<file path="src/design/link_test_pkg.sv">
`default_nettype none

package link_test_pkg;

        // coded block layout
        localparam int NB_CODED_BLOCK = 66;
        localparam int NB_SH          = 2;
        localparam int NB_PAYLOAD     = NB_CODED_BLOCK - NB_SH;
        localparam logic [NB_SH-1:0] SH_DATA = 2'b01;       // data block sync header

        // injector config and counter widths
        localparam int NB_BURST_CNT  = 10;
        localparam int NB_PERIOD_CNT = 10;
        localparam int NB_REPEAT_CNT = 4;

        localparam int NB_BLOCK_CNT = 16;                   // block count and result counters
        localparam int NB_BIT_ERR   = 24;                   // flipped bit total
        localparam int NB_GAP       = 4;                    // idle cycles between blocks
        localparam int NB_PRBS      = 31;                   // lfsr length, x^31 + x^28 + 1

        typedef struct packed {
                logic [NB_SH-1:0]      sh;
                logic [NB_PAYLOAD-1:0] payload;
        } coded_block_t;

        typedef struct packed {
                logic [NB_PAYLOAD-1:0]    error_mask;       // 1 = flip this payload bit
                logic [NB_BURST_CNT-1:0]  error_burst;      // corrupted blocks per period
                logic [NB_PERIOD_CNT-1:0] error_period;     // blocks per period, 0 = off
                logic [NB_REPEAT_CNT-1:0] error_repeat;     // number of errored periods
        } err_cfg_t;

        typedef struct packed {
                err_cfg_t                err_cfg;
                logic [NB_BLOCK_CNT-1:0] num_blocks;
                logic [NB_GAP-1:0]       gap;
        } test_cfg_t;

        typedef struct packed {
                logic [NB_BLOCK_CNT-1:0] blocks_seen;
                logic [NB_BLOCK_CNT-1:0] errored_blocks;
                logic [NB_BLOCK_CNT-1:0] header_errors;
                logic [NB_BIT_ERR-1:0]   bit_errors;
        } test_report_t;

        typedef enum logic [2:0] {IDLE, LOAD, RUN, DRAIN, DONE} ctrl_state_t;

        // 64 prbs bits from a given state, oldest bit lands in the msb
        // the low 31 bits of the result are also the next lfsr state
        function automatic logic [NB_PAYLOAD-1:0] prbs31_block(input logic [NB_PRBS-1:0] state);
                logic [NB_PRBS-1:0]    s;
                logic [NB_PAYLOAD-1:0] data;
                logic                  fb;
                s    = state;
                data = '0;
                for (int i = 0; i < NB_PAYLOAD; i++)
                begin
                        fb   = s[30] ^ s[27];               // taps 31 and 28
                        s    = {s[NB_PRBS-2:0], fb};
                        data = {data[NB_PAYLOAD-2:0], fb};
                end
                return data;
        endfunction

endpackage

`default_nettype wire

</file>
<file path="src/design/block_source.sv">
`default_nettype none
`timescale 1ns/1ps

module block_source
#(
        parameter logic [link_test_pkg::NB_PRBS-1:0] PRBS_SEED = 31'h1
)
(
        input  wire                        i_clock,
        input  wire                        i_reset,
        input  wire                        i_restart,   // reload seed at test start
        input  wire                        i_enable,    // emit one block
        output link_test_pkg::coded_block_t o_block,
        output logic                       o_valid
);

        import link_test_pkg::*;

        logic [NB_PRBS-1:0]    lfsr;
        logic [NB_PAYLOAD-1:0] next_payload;
        coded_block_t          block_q;
        logic                  valid_q;

        // all 64 bits of the next block in one step
        assign next_payload = prbs31_block(lfsr);

        // lfsr state
        always_ff @(posedge i_clock)
        begin
                if (i_reset)
                begin
                        lfsr <= PRBS_SEED;
                end
                else if (i_restart)
                begin
                        lfsr <= PRBS_SEED;                   // same start point as the checker
                end
                else if (i_enable)
                begin
                        lfsr <= next_payload[NB_PRBS-1:0];    // last 31 bits out = new state
                end
        end

        // valid strobe, one cycle behind enable
        always_ff @(posedge i_clock)
        begin
                if (i_reset)
                begin
                        valid_q <= 1'b0;
                end
                else
                begin
                        valid_q <= i_enable;
                end
        end

        // block register, loaded only when a block goes out
        always_ff @(posedge i_clock)
        begin
                if (i_enable)
                begin
                        block_q.sh      <= SH_DATA;          // always a data block
                        block_q.payload <= next_payload;
                end
        end

        assign o_block = block_q;
        assign o_valid = valid_q;

endmodule

`default_nettype wire

</file>
<file path="src/design/error_injector.sv">
`default_nettype none
`timescale 1ns/1ps

module error_injector
(
        input  wire                         i_clock,
        input  wire                         i_reset,
        input  wire                         i_update,   // latch config, clear counters
        input  link_test_pkg::err_cfg_t     i_cfg,
        input  link_test_pkg::coded_block_t i_block,
        input  wire                         i_valid,
        output link_test_pkg::coded_block_t o_block,
        output logic                        o_valid
);

        import link_test_pkg::*;

        err_cfg_t                 cfg_q;
        logic [NB_BURST_CNT-1:0]  burst_cnt;     // blocks corrupted in this period
        logic [NB_PERIOD_CNT-1:0] period_cnt;    // position inside the period
        logic [NB_REPEAT_CNT-1:0] repeat_cnt;    // completed periods, saturating

        logic         inj_on;
        logic         period_wrap;
        logic         corrupt;
        coded_block_t block_q;
        logic         valid_q;

        assign inj_on      = (cfg_q.error_period != '0);    // zero period turns it off
        assign period_wrap = (period_cnt == cfg_q.error_period - 1'b1);

        // flip while still inside the burst and the repeat budget
        assign corrupt = inj_on
                       && (burst_cnt < cfg_q.error_burst)
                       && (repeat_cnt < cfg_q.error_repeat);

        always_ff @(posedge i_clock)
        begin
                if (i_reset)
                begin
                        cfg_q <= '0;                         // leaves injection off
                end
                else if (i_update)
                begin
                        cfg_q <= i_cfg;
                end
        end

        // counters advance per valid block, gaps do not count
        always_ff @(posedge i_clock)
        begin
                if (i_reset || i_update)
                begin
                        burst_cnt  <= '0;
                        period_cnt <= '0;
                        repeat_cnt <= '0;
                end
                else if (i_valid && inj_on)
                begin
                        if (period_wrap)
                        begin
                                period_cnt <= '0;
                                burst_cnt  <= '0;            // new burst each period
                                if (repeat_cnt < cfg_q.error_repeat)
                                begin
                                        repeat_cnt <= repeat_cnt + 1'b1;
                                end
                        end
                        else
                        begin
                                period_cnt <= period_cnt + 1'b1;
                                if (corrupt)
                                begin
                                        burst_cnt <= burst_cnt + 1'b1;
                                end
                        end
                end
        end

        always_ff @(posedge i_clock)
        begin
                if (i_reset)
                begin
                        valid_q <= 1'b0;
                end
                else
                begin
                        valid_q <= i_valid;
                end
        end

        // output block, header untouched
        always_ff @(posedge i_clock)
        begin
                if (i_valid)
                begin
                        block_q.sh <= i_block.sh;
                        if (corrupt)
                                block_q.payload <= i_block.payload ^ cfg_q.error_mask;
                        else
                                block_q.payload <= i_block.payload;
                end
        end

        assign o_block = block_q;
        assign o_valid = valid_q;

endmodule

`default_nettype wire

</file>
<file path="src/design/block_checker.sv">
`default_nettype none
`timescale 1ns/1ps

module block_checker
#(
        parameter logic [link_test_pkg::NB_PRBS-1:0] PRBS_SEED = 31'h1
)
(
        input  wire                         i_clock,
        input  wire                         i_reset,
        input  wire                         i_restart,  // new test, clear everything
        input  link_test_pkg::coded_block_t i_block,
        input  wire                         i_valid,
        output link_test_pkg::test_report_t o_report
);

        import link_test_pkg::*;

        localparam int NB_ONES = $clog2(NB_PAYLOAD) + 1;

        logic [NB_PRBS-1:0]    lfsr;
        logic [NB_PAYLOAD-1:0] exp_payload;    // what the source should have sent
        logic [NB_PAYLOAD-1:0] diff;
        logic [NB_ONES-1:0]    diff_ones;
        logic                  sh_bad;
        test_report_t          report_q;

        assign exp_payload = prbs31_block(lfsr);
        assign diff        = i_block.payload ^ exp_payload;
        assign sh_bad      = (i_block.sh != SH_DATA);

        // popcount of the flipped bits
        always_comb
        begin
                diff_ones = '0;
                for (int i = 0; i < NB_PAYLOAD; i++)
                begin
                        diff_ones = diff_ones + NB_ONES'(diff[i]);
                end
        end

        // local reference lfsr, steps once per received block
        always_ff @(posedge i_clock)
        begin
                if (i_reset || i_restart)
                begin
                        lfsr <= PRBS_SEED;
                end
                else if (i_valid)
                begin
                        lfsr <= exp_payload[NB_PRBS-1:0];
                end
        end

        always_ff @(posedge i_clock)
        begin
                if (i_reset || i_restart)
                begin
                        report_q <= '0;
                end
                else if (i_valid)
                begin
                        report_q.blocks_seen <= report_q.blocks_seen + 1'b1;
                        if (sh_bad)
                        begin
                                report_q.header_errors <= report_q.header_errors + 1'b1;
                        end
                        if (diff != '0)
                        begin
                                report_q.errored_blocks <= report_q.errored_blocks + 1'b1;
                                report_q.bit_errors     <= report_q.bit_errors
                                                         + NB_BIT_ERR'(diff_ones);
                        end
                end
        end

        assign o_report = report_q;

endmodule

`default_nettype wire

</file>
<file path="src/design/link_test_ctrl.sv">
`default_nettype none
`timescale 1ns/1ps

module link_test_ctrl
(
        input  wire                         i_clock,
        input  wire                         i_reset,
        input  wire                         i_start,
        input  link_test_pkg::test_cfg_t    i_cfg,
        input  link_test_pkg::test_report_t i_report,
        output logic                        o_load_cfg,
        output link_test_pkg::err_cfg_t     o_err_cfg,
        output logic                        o_gen_enable,
        output logic                        o_done,
        output link_test_pkg::test_report_t o_report
);

        import link_test_pkg::*;

        localparam logic [NB_GAP-1:0] DRAIN_LAST = NB_GAP'(2);   // 3 drain cycles

        ctrl_state_t             state;
        test_cfg_t               cfg_q;
        logic [NB_BLOCK_CNT-1:0] blk_cnt;    // strobes sent so far
        logic [NB_GAP-1:0]       gap_cnt;    // idle cycles left, reused for drain
        logic                    all_sent;
        logic                    start_ok;

        assign all_sent = (blk_cnt == cfg_q.num_blocks);
        assign start_ok = i_start && ((state == IDLE) || (state == DONE));

        always_ff @(posedge i_clock)
        begin
                if (i_reset)
                begin
                        state   <= IDLE;
                        blk_cnt <= '0;
                        gap_cnt <= '0;
                end
                else
                begin
                        case (state)
                        IDLE, DONE:
                                if (start_ok)
                                        state <= LOAD;
                        LOAD:
                        begin
                                blk_cnt <= '0;
                                gap_cnt <= '0;              // first block right away
                                state   <= RUN;
                        end
                        RUN:
                                if (gap_cnt != '0)
                                        gap_cnt <= gap_cnt - 1'b1;
                                else if (all_sent)
                                begin
                                        gap_cnt <= DRAIN_LAST;
                                        state   <= DRAIN;
                                end
                                else
                                begin
                                        blk_cnt <= blk_cnt + 1'b1;   // strobe goes out now
                                        gap_cnt <= cfg_q.gap;
                                end
                        DRAIN:
                                if (gap_cnt == '0)
                                        state <= DONE;         // last block counted by now
                                else
                                        gap_cnt <= gap_cnt - 1'b1;
                        default:
                                state <= IDLE;
                        endcase
                end
        end

        // test config, taken with the start pulse
        always_ff @(posedge i_clock)
        begin
                if (start_ok)
                        cfg_q <= i_cfg;
        end

        assign o_load_cfg   = (state == LOAD);
        assign o_gen_enable = (state == RUN) && (gap_cnt == '0) && !all_sent;
        assign o_err_cfg    = cfg_q.err_cfg;
        assign o_done       = (state == DONE);
        assign o_report     = (state == DONE) ? i_report : '0;   // valid only with done

endmodule

`default_nettype wire

</file>
<file path="src/design/link_test_top.sv">
`default_nettype none
`timescale 1ns/1ps

module link_test_top
#(
        parameter logic [link_test_pkg::NB_PRBS-1:0] PRBS_SEED = 31'h2B5C_93E1
)
(
        input  wire                         i_clock,
        input  wire                         i_reset,
        input  wire                         i_start,
        input  link_test_pkg::test_cfg_t    i_cfg,
        output logic                        o_done,
        output link_test_pkg::test_report_t o_report
);

        import link_test_pkg::*;

        logic         load_cfg;       // restarts prbs and counters
        logic         gen_enable;
        err_cfg_t     err_cfg;
        coded_block_t src_block;
        logic         src_valid;
        coded_block_t inj_block;
        logic         inj_valid;
        test_report_t chk_report;

        link_test_ctrl u_ctrl (
                .i_clock      (i_clock),
                .i_reset      (i_reset),
                .i_start      (i_start),
                .i_cfg        (i_cfg),
                .i_report     (chk_report),
                .o_load_cfg   (load_cfg),
                .o_err_cfg    (err_cfg),
                .o_gen_enable (gen_enable),
                .o_done       (o_done),
                .o_report     (o_report)
        );

        block_source #(.PRBS_SEED(PRBS_SEED)) u_source (
                .i_clock   (i_clock),
                .i_reset   (i_reset),
                .i_restart (load_cfg),
                .i_enable  (gen_enable),
                .o_block   (src_block),
                .o_valid   (src_valid)
        );

        error_injector u_injector (
                .i_clock  (i_clock),
                .i_reset  (i_reset),
                .i_update (load_cfg),
                .i_cfg    (err_cfg),
                .i_block  (src_block),
                .i_valid  (src_valid),
                .o_block  (inj_block),
                .o_valid  (inj_valid)
        );

        // same seed as the source so clean blocks compare equal
        block_checker #(.PRBS_SEED(PRBS_SEED)) u_checker (
                .i_clock   (i_clock),
                .i_reset   (i_reset),
                .i_restart (load_cfg),
                .i_block   (inj_block),
                .i_valid   (inj_valid),
                .o_report  (chk_report)
        );

endmodule

`default_nettype wire

</file>
<file path="config.mk">
export PLATFORM = sky130hd
export DESIGN_NAME = link_test_top
export DESIGN_NICKNAME = d
export VERILOG_FILES = /design/src/design/link_test_pkg.sv /design/src/design/block_source.sv /design/src/design/error_injector.sv /design/src/design/block_checker.sv /design/src/design/link_test_ctrl.sv /design/src/design/link_test_top.sv
export SDC_FILE = /design/constraint.sdc
export NUM_CORES = 1
export LEC_CHECK = 0
export BUFFER_PORTS_ARGS = -buffer_cell sky130_fd_sc_hd__buf_2
export CAP_MARGIN = 25
export CORE_MARGIN = 3
export CORE_UTILIZATION = 65
export CTS_BUF_LIST = sky130_fd_sc_hd__clkbuf_16
export CTS_CLUSTER_DIAMETER = 50
export DETAILED_ROUTE_END_ITERATION = 10
export PLACE_DENSITY_LB_ADDON = 0.2
export SYNTH_ARGS = -nofsm -noshare
export SYNTH_HDL_FRONTEND = slang
export SYNTH_SLANG_ARGS = --single-unit
export TNS_END_PERCENT = 1
</file>
<file path="constraint.sdc">
create_clock -name i_clock -period 17.15 [get_ports i_clock]
set_clock_uncertainty 0.2 [all_clocks]
set_input_delay 3.43 -clock i_clock [delete_from_list [all_inputs] [get_ports i_clock]]
set_output_delay 3.43 -clock i_clock [all_outputs]
set_load 0.005 [all_outputs]
</file>
After elaboration in Yosys (flattened, before gate mapping)

Cells that the tools add are included.

$add $sub $neg: 72
$lt $le $gt $ge: 2
Equal/unequal tests: 12
Multiplexer cells: 17
Bitwise gates (word level): 130
Reductions and logical operators: 25

Operators by type and width:

| cell                                                  | number |
|---|---|
| adder 7 x 1 -> 7 bit                                  | 62 |
| bitwise XOR 1 bit                                     | 128 |
| bitwise XOR 64 bit                                    | 2 |
| two-way mux 72 bit                                    | 1 |
| two-way mux 64 bit                                    | 1 |
| nonzero test 64 bit                                   | 1 |
| adder 16 x 1 -> 16 bit, second input constant         | 3 |
| two-way mux 16 bit                                    | 2 |
| case mux 16 bit (2 select lines)                      | 1 |
| two-way mux 10 bit                                    | 3 |
| adder 24 x 7 -> 24 bit                                | 1 |
| adder 10 x 1 -> 10 bit, second input constant         | 2 |
| == test 16 bit                                        | 1 |
| two-way mux 3 bit                                     | 4 |
| two-way mux 4 bit                                     | 3 |
| case mux 3 bit (4 select lines)                       | 1 |
| case mux 4 bit (3 select lines)                       | 1 |
| == test 10 bit                                        | 1 |
| < comparator 10 bit                                   | 1 |
| nonzero test 10 bit                                   | 1 |
| subtractor 10 x 1 -> 10 bit, second input constant    | 1 |
| == test 3 x 2 -> 1 bit, second input constant         | 2 |
| logical AND 1 bit                                     | 6 |
| inequality test 2 x 1 -> 1 bit, second input constant | 3 |
| 18 further kinds                                      | 26 |

Register bits: 491
Input port bits: 111
Output and inout bits: 73
Word-level logic and storage cells: 283

Longest topological paths before layout

Gate-level depths: netlist of run 1.

Word-level depth: 68
Mapped depth: 30
Depth with buffers taken out: 29

Hierarchy

A second synthesis of run 1 with hierarchy kept.

Cell total of the unflattened synthesis: 2351
Area, all modules: 25574.5 sq um

By module, submodules not included:

| module         | instances | cells an instance | area an instance (sq um) | sequential area each (sq um) |
|---|---|---|---|---|
| block_checker  | 1         | 864               | 8095.3                   | 2062.0 |
| error_injector | 1         | 731               | 7791.2                   | 4244.1 |
| link_test_ctrl | 1         | 463               | 5928.2                   | 3703.6 |
| block_source   | 1         | 293               | 3759.9                   | 2562.5 |

Worst setup path after synthesis of run 1

OpenSTA, ideal clock, no wires.

Path kind: input -> register
From: in i_start
To: reg u_ctrl.cfg_q[0] (netlist name), enable pin
Library setup time: 0.708 ns
Arrival time: 10.767 ns
Required time: 16.242 ns
Setup slack: 5.475 ns
Stages on the path: 2
Path buffers: 0
Cells stage by stage: inv_1 -> nor3_1

Cells in the longest elaborated chain, start to end: 1

Ends and longest elaborated chain:

| element              | line                 | RTL |
|---|---|---|
| start, declared      | link_test_top.sv:11  | `input wire i_start,` |
| logical AND 1 bit    | link_test_ctrl.sv:30 | `assign start_ok = i_start && ((state == IDLE) \|\| (state == DONE));` |
| net u_ctrl.start_ok  | link_test_ctrl.sv:27 | `logic start_ok;` |
| end signal, assigned | link_test_ctrl.sv:80 | `cfg_q <= i_cfg;` |
| end, declared        | link_test_ctrl.sv:23 | `test_cfg_t cfg_q;` |

The timed path passes the listed nets, and every way through them passes these cells.
A chain may end at the register's enable or synchronous reset.

Worst setup path after layout of run 1

From: reg u_checker.lfsr[27]
To: reg u_checker.report_q, in the netlist u_checker.o_report[12]

Cells in the longest elaborated chain, start to end: 68
Elaborated cells on any way between the ends: 75
Those cells by class: add/sub: 64; bitwise: 9; reduce/logical: 2

Ends and longest elaborated chain:

| element                            | line                | RTL |
|---|---|---|
| start, declared                    | block_checker.sv:21 | `logic [NB_PRBS-1:0] lfsr;` |
| start signal, assigned             | block_checker.sv:51 | `lfsr <= exp_payload[NB_PRBS-1:0];` |
| bitwise XOR 1 bit (3 in a row)     | link_test_pkg.sv:58 | `fb = s[30] ^ s[27];` |
| bitwise XOR 64 bit *               | block_checker.sv:29 | `assign diff = i_block.payload ^ exp_payload;` |
| adder 1 x 1 -> 2 bit               | block_checker.sv:38 | `diff_ones = diff_ones + NB_ONES'(diff[i]);` |
| adder 7 x 1 -> 7 bit (62 in a row) | block_checker.sv:38 |  |
| adder 24 x 7 -> 24 bit             | block_checker.sv:72 | `+ NB_BIT_ERR'(diff_ones);` |
| end, declared                      | block_checker.sv:26 | `test_report_t report_q;` |

Mark *: on every way between the ends. The rest lies on a longest branch, timed or not.

==> impl_metrics.tcl, run 1 <==
set metrics [dict create \
    synth_cell_types 65 \
    synth_edf_count 236 \
    grt.total_usage_pct 27.30 \
    stdcell_count 2821 \
    arrival_ns 9.49 \
    clk_pin_slew_ns 0.06 \
    yosys_most_used_dff "dfxtp_1" \
    synth_cells 2229 \
    yosys-top-cells-count "340 x nand2_1, 255 x dfxtp_1, 236 x edfxtp_1, 206 x xnor2_1, 170 x nor2_1" \
    p_leak_uw 0.01014 \
    hold_class "reg -> reg" \
    r2r_setup_slack_ns 7.93 \
    ir_drop_v 0.001164 \
    final.fill_count 2457 \
    fmax_mhz 108.4 \
    vias 15980 \
    min_to "u_injector.cfg_q[20]" \
    hold_viol 0 \
    grt_overflow 0 \
    crit_fanout 8 \
    outcome "complete, no violations" \
    drive_above_1_share_pct 11.83 \
    cpMaxStageDelayCell "fa_1" \
    synthTopCellsByArea "edfxtp_1 30%, dfxtp_1 22%, xnor2_1 7.7%, nand2_1 5.4%, xor2_1 4.8%" \
    hold_depth 2 \
    final_nets 2533 \
    critPathLaunch "u_checker.lfsr[27]" \
    die_w_um 196.0 \
    async_reset_ff_share_pct 0 \
    syn2layout_area_growth_pct 11.50 \
    required_ns 17.42 \
    wl_met2_um 25150 \
    ios 184 \
    drtPass1Iterations 5 \
    rows 68 \
    synth.most_common_cell "nand2_1" \
    dr_wl_met3_um 3736 \
    clock_latency_ns 0.63 \
    place_inst 2720 \
    ant_nets 0 \
    tns_ns 0 \
    design_area_sq_um 26150 \
    cts_tree "done" \
    cap_violations 0 \
    post_dp_cell_area_sq_um 24350 \
    holdBufCountCts 0 \
    ys_ff_latch 491 \
    synth_largest_area_cell "edfxtp_1" \
    cts-resized-gates 0 \
    power_density_nw_per_um2 173.3 \
    postCtsSetupBuffers 0 \
    antenna_found_initial 0 \
    cts_max_level 2 \
    max_slew_margin_pct 33.65 \
    worst_pin_slew_ns 0.9952 \
    clkSinkCount 491 \
    rsz0062_at_grt "no" \
    cts_buffers 54 \
    netlist_area_sq_um 23460 \
    power.total_uw 4533 \
    drc 0 \
    synth_top_area_share_pct 30.21 \
    die_y_um 196.0 \
    drv_slew 0 \
    die_area_sq_um 38400 \
    io_buffers 167 \
    yosysSeqAreaShare_pct 51.98 \
    timing.rr.end "u_checker.o_report[12]" \
    cp-start-kind "flop" \
    place_congestion 1.002 \
    postSynthAreaPerCell_sq_um 10.52 \
    dpl.hpwl_um 37470 \
    vias_per_cell 5.665 \
    wl_um 52630 \
    setup_viol 0 \
    cp_slowest_stage_delay_ns 0.54 \
    critPathKind "reg -> reg" \
    start_util_pct 66.92 \
    clk_path_buf_depth 3 \
    top_layer_used "met4" \
    grt_pass1_wl_um 82680 \
    wl_per_cell_um 18.66 \
    timing.final.crit_share_pct 53.77 \
    end_kind "flop" \
    rr_startpoint "u_checker.lfsr[27]" \
    antenna_cells 0 \
    grt_pass1_vias 15580 \
    core-area_sq_um 35050 \
    grt_max_degree 94 \
    min_from "u_injector.cfg_q[20]" \
    critPathMostFrequentCell "fa_1" \
    ys_warn_count 0 \
    wl_met1_um 22330 \
    drtIter0Drc 1029 \
    cts-root-buf "clkbuf_16" \
    reg2reg_depth 25 \
    worst_hold_slack_ns 0.2539 \
    min_period_ns 9.222 \
]
cells by family after synthesis:
kind of cell	count (synthesis)	synth area share, %
DFF	491	51.98
adders and majority gates	101	7.148
other	1	0.01599
and+or+nand+nor	753	14.63
buffers and inverters	254	4.523
xor gates and xnor gates	361	15.03
muxes	8	0.3467
AOI/OAI and AO/OA	260	6.337
worst max-delay path: cells and delay by family (launching register included):
family,cells,cell delay [ns]
adders and majority gates,12,5.88
AOI/OAI and AO/OA,5,1.20
xor gates and xnor gates,4,1.09
DFF,1,0.40
and+or+nand+nor,2,0.21
buffers and inverters,2,0.11
metal layers:
layer	vias to the layer above	track usage (%)
met5	-	0
met4	0	7.763
met3	109	5.461
met2	515	45.06
met1	7758	37.16
li1	7599	-
sequential cells by signal (all words and copies together), names as in the netlist, 10 cells and up:
register / count
u_injector.o_block: 64
u_injector.period_cnt: 10
u_source.o_block: 64
u_checker.o_report: 56
u_source.lfsr: 31
u_ctrl.o_err_cfg: 88
u_checker.lfsr: 31
u_ctrl.blk_cnt: 16
u_injector.burst_cnt: 10
u_ctrl.cfg_q: 20
u_injector.cfg_q: 88
worst max-delay path by stage:
stage,cells past startpoint,to,slack [ns]
after floorplan,2,u_ctrl.cfg_q[0],5.48
after CTS,25,u_checker.o_report[10],7.94
after detailed placement,25,u_checker.o_report[12],7.92
after global placement,25,u_checker.o_report[22],8.10
final,25,u_checker.o_report[12],7.93
after global routing,25,u_checker.o_report[18],7.47
power by group:
group / internal (uW) / switching, uW
Sequential: 1290 / 37.9
Combinational: 938 / 1120
Clock: 655 / 492
per-stage QoR:
stage               setup WS [ns]  util, %
finish                      7.928    74.61
CTS                         7.938    74.61
detailed placement          7.922    69.47
global route                7.471    74.61
global placement            8.097    69.47
floorplan                   5.475        -
placed cells by master, fill, tap and decap left out, types with 28 or more instances in the layout:
cell	n
clkbuf_16	55
a21oi_1	135
buf_2	166
edfxtp_1	236
inv_1	102
nor3_1	28
nand2_1	339
dfxtp_1	253
xnor2_1	206
ha_1	46
nand3_1	34
xor2_1	129
fa_1	55
nor2_1	168
and3_1	73
o21ai_1	35
final cells by class:
class                   count  area (sq um)  share of cell area [%]
clock inverters            46         426.7                   1.631
flip-flops and latches    491         12190                   46.62
inverters                  93         350.3                   1.340
clock buffers              55          1376                   5.262
well taps                 455         569.3                   2.177
repair buffers            182         950.9                   3.636
multi-input cells        1499         10290                   39.33
Note: power is estimated with default switching activity, not from simulation.
==> inputs of run 2 (changes only) <==
- CORE_UTILIZATION: 65 -> 55
- clock period: 17.15 -> 7.5 ns (I/O delays scaled with it)
==> impl_metrics.tcl, run 2 (synthesis results as in run 1) <==
set metrics [dict create \
    hold_depth 2 \
    antenna_cells 0 \
    required_ns 7.74 \
    start_util_pct 55.79 \
    cts-root-buf "clkbuf_16" \
    drive_above_1_share_pct 17.23 \
    grt.total_usage_pct 23.85 \
    holdBufCountCts 0 \
    grt_overflow 0 \
    critPathLaunch "u_checker.lfsr[29]" \
    final.fill_count 3278 \
    ir_drop_v 0.001152 \
    critPathMostFrequentCell "fa_1" \
    cp_slowest_stage_delay_ns 0.56 \
    min_to "u_injector.cfg_q[33]" \
    min_period_ns 8.015 \
    ant_nets 0 \
    setup_viol 21 \
    arrival_ns 8.26 \
    min_from "u_injector.cfg_q[33]" \
    rr_startpoint "u_checker.lfsr[29]" \
    crit_fanout 8 \
    die_w_um 212.5 \
    end_kind "flop" \
    clk_pin_slew_ns 0.06 \
    cts_max_level 2 \
    worst_hold_slack_ns 0.2552 \
    hold_viol 0 \
    timing.final.crit_share_pct 106.9 \
    setup_ws_ns -0.5149 \
    clk_path_buf_depth 3 \
    io_buffers 167 \
    grt_max_degree 95 \
    fmax_mhz 124.8 \
    wl_um 53600 \
    outcome "complete, but fails checks" \
    power_density_nw_per_um2 430.6 \
    place_inst 2891 \
    clkSinkCount 491 \
    vias 16020 \
    drv_slew 0 \
    cap_violations 0 \
    cts_buffers 53 \
    place_congestion 1.006 \
    ios 184 \
    drc 0 \
    die_area_sq_um 45160 \
    cp-start-kind "flop" \
    rows 75 \
    wl_per_cell_um 17.87 \
    worst_pin_slew_ns 0.9823 \
    hold_class "reg -> reg" \
    syn2layout_area_growth_pct 16.05 \
    timing.rr.end "u_checker.o_report[14]" \
    r2r_setup_slack_ns -0.51 \
    dpl.hpwl_um 38250 \
    cts_tree "done" \
    p_leak_uw 0.01070 \
    rsz0062_at_grt "yes" \
    drtPass1Iterations 8 \
    drtIter0Drc 1312 \
    cpMaxStageDelayCell "fa_1" \
    reg2reg_depth 29 \
    die_y_um 212.5 \
    grt_pass1_wl_um 84350 \
    final_cell_mix "339 x nand2_1, 246 x dfxtp_1, 236 x edfxtp_1" \
    final_nets 2629 \
    stdcell_count 3000 \
    vias_per_cell 5.340 \
    max_slew_margin_pct 34.52 \
    clock_latency_ns 0.60 \
    critPathKind "reg -> reg" \
    final_common_cell "nand2_1" \
    antenna_found_initial 1 \
    grt_pass1_vias 15890 \
    core-area_sq_um 42040 \
    violations "negative setup slack" \
]
[run 2: metrics by stage]
| step | setup TNS (ns) | area [sq um] | setup WS (ns) | power [uW] | util (%) |
|---|---|---|---|---|---|
| after floorplan | -18.75 | 23520 | -1.151 | 6984 | - |
| after global placement | -17.76 | 25130 | -0.9826 | 8183 | 59.77 |
| after detailed placement | -21.66 | 25130 | -1.201 | 8454 | 59.77 |
| after CTS | -8.095 | 27150 | -0.4822 | 11500 | 64.58 |
| after global routing | -13.88 | 27220 | -0.7974 | 12660 | 64.75 |
| final | -8.489 | 27220 | -0.5149 | 11720 | 64.75 |
[run 2: critical path, delay by kind of cell (launching register included)]
family,cells,cell delay [ns]
flip-flops,1,0.35
XOR/XNOR,3,0.57
AND/OR/NAND/NOR,2,0.13
buffers and inverters,8,0.65
AO/OA/AOI/OAI,5,0.75
adder cells (fa/ha/maj),11,5.22
[run 2: what timing repair did]
| action | CTS | global route |
|---|---|---|
| hold endpoints to repair | 0 | 0 |
| setup buffers | 8 | 2 |
| gates resized for setup | 47 | 10 |
| pin swaps | 44 | 9 |
| setup endpoints to repair | 23 | 21 |
[run 2: worst max-delay path by stage]
| stage | slack (ns) | endpoint |
|---|---|---|
| 2_1_floorplan | -1.15 | u_checker.o_report[12] |
| 3_3_place_gp | -0.98 | u_checker.o_report[10] |
| 3_5_place_dp | -1.20 | u_checker.o_report[14] |
| 4_1_cts | -0.48 | u_checker.o_report[11] |
| 5_1_grt | -0.80 | u_checker.o_report[14] |
| 6_report | -0.51 | u_checker.o_report[14] |
[run 2: routing by layer]
layer | vias up | global-route usage (%) | routed length (um)
met2 | 429 | 39.38 | 25480
li1 | 7798 | - | -
met5 | - | 0 | 0
met1 | 7686 | 32.11 | 23350
met4 | 0 | 7.823 | 1623
met3 | 107 | 4.323 | 3137
[run 2: report_power, final]
| part | switching, uW | total, uW | internal [uW] |
|---|---|---|---|
| Clock | 1080 | 2560 | 1480 |
| Sequential | 82.9 | 3040 | 2960 |
| Combinational | 3020 | 6120 | 3100 |
[run 2: area by class of cell]
class	instances	area, sq um	share of cell area (%)
multi-input combinational	1499	10550	38.76
tap	539	674.4	2.478
clock inverter	44	359.1	1.319
timing repair buffer	279	1707	6.270
sequential	491	12200	44.83
clock buffer	55	1376	5.056
inverter	93	350.3	1.287
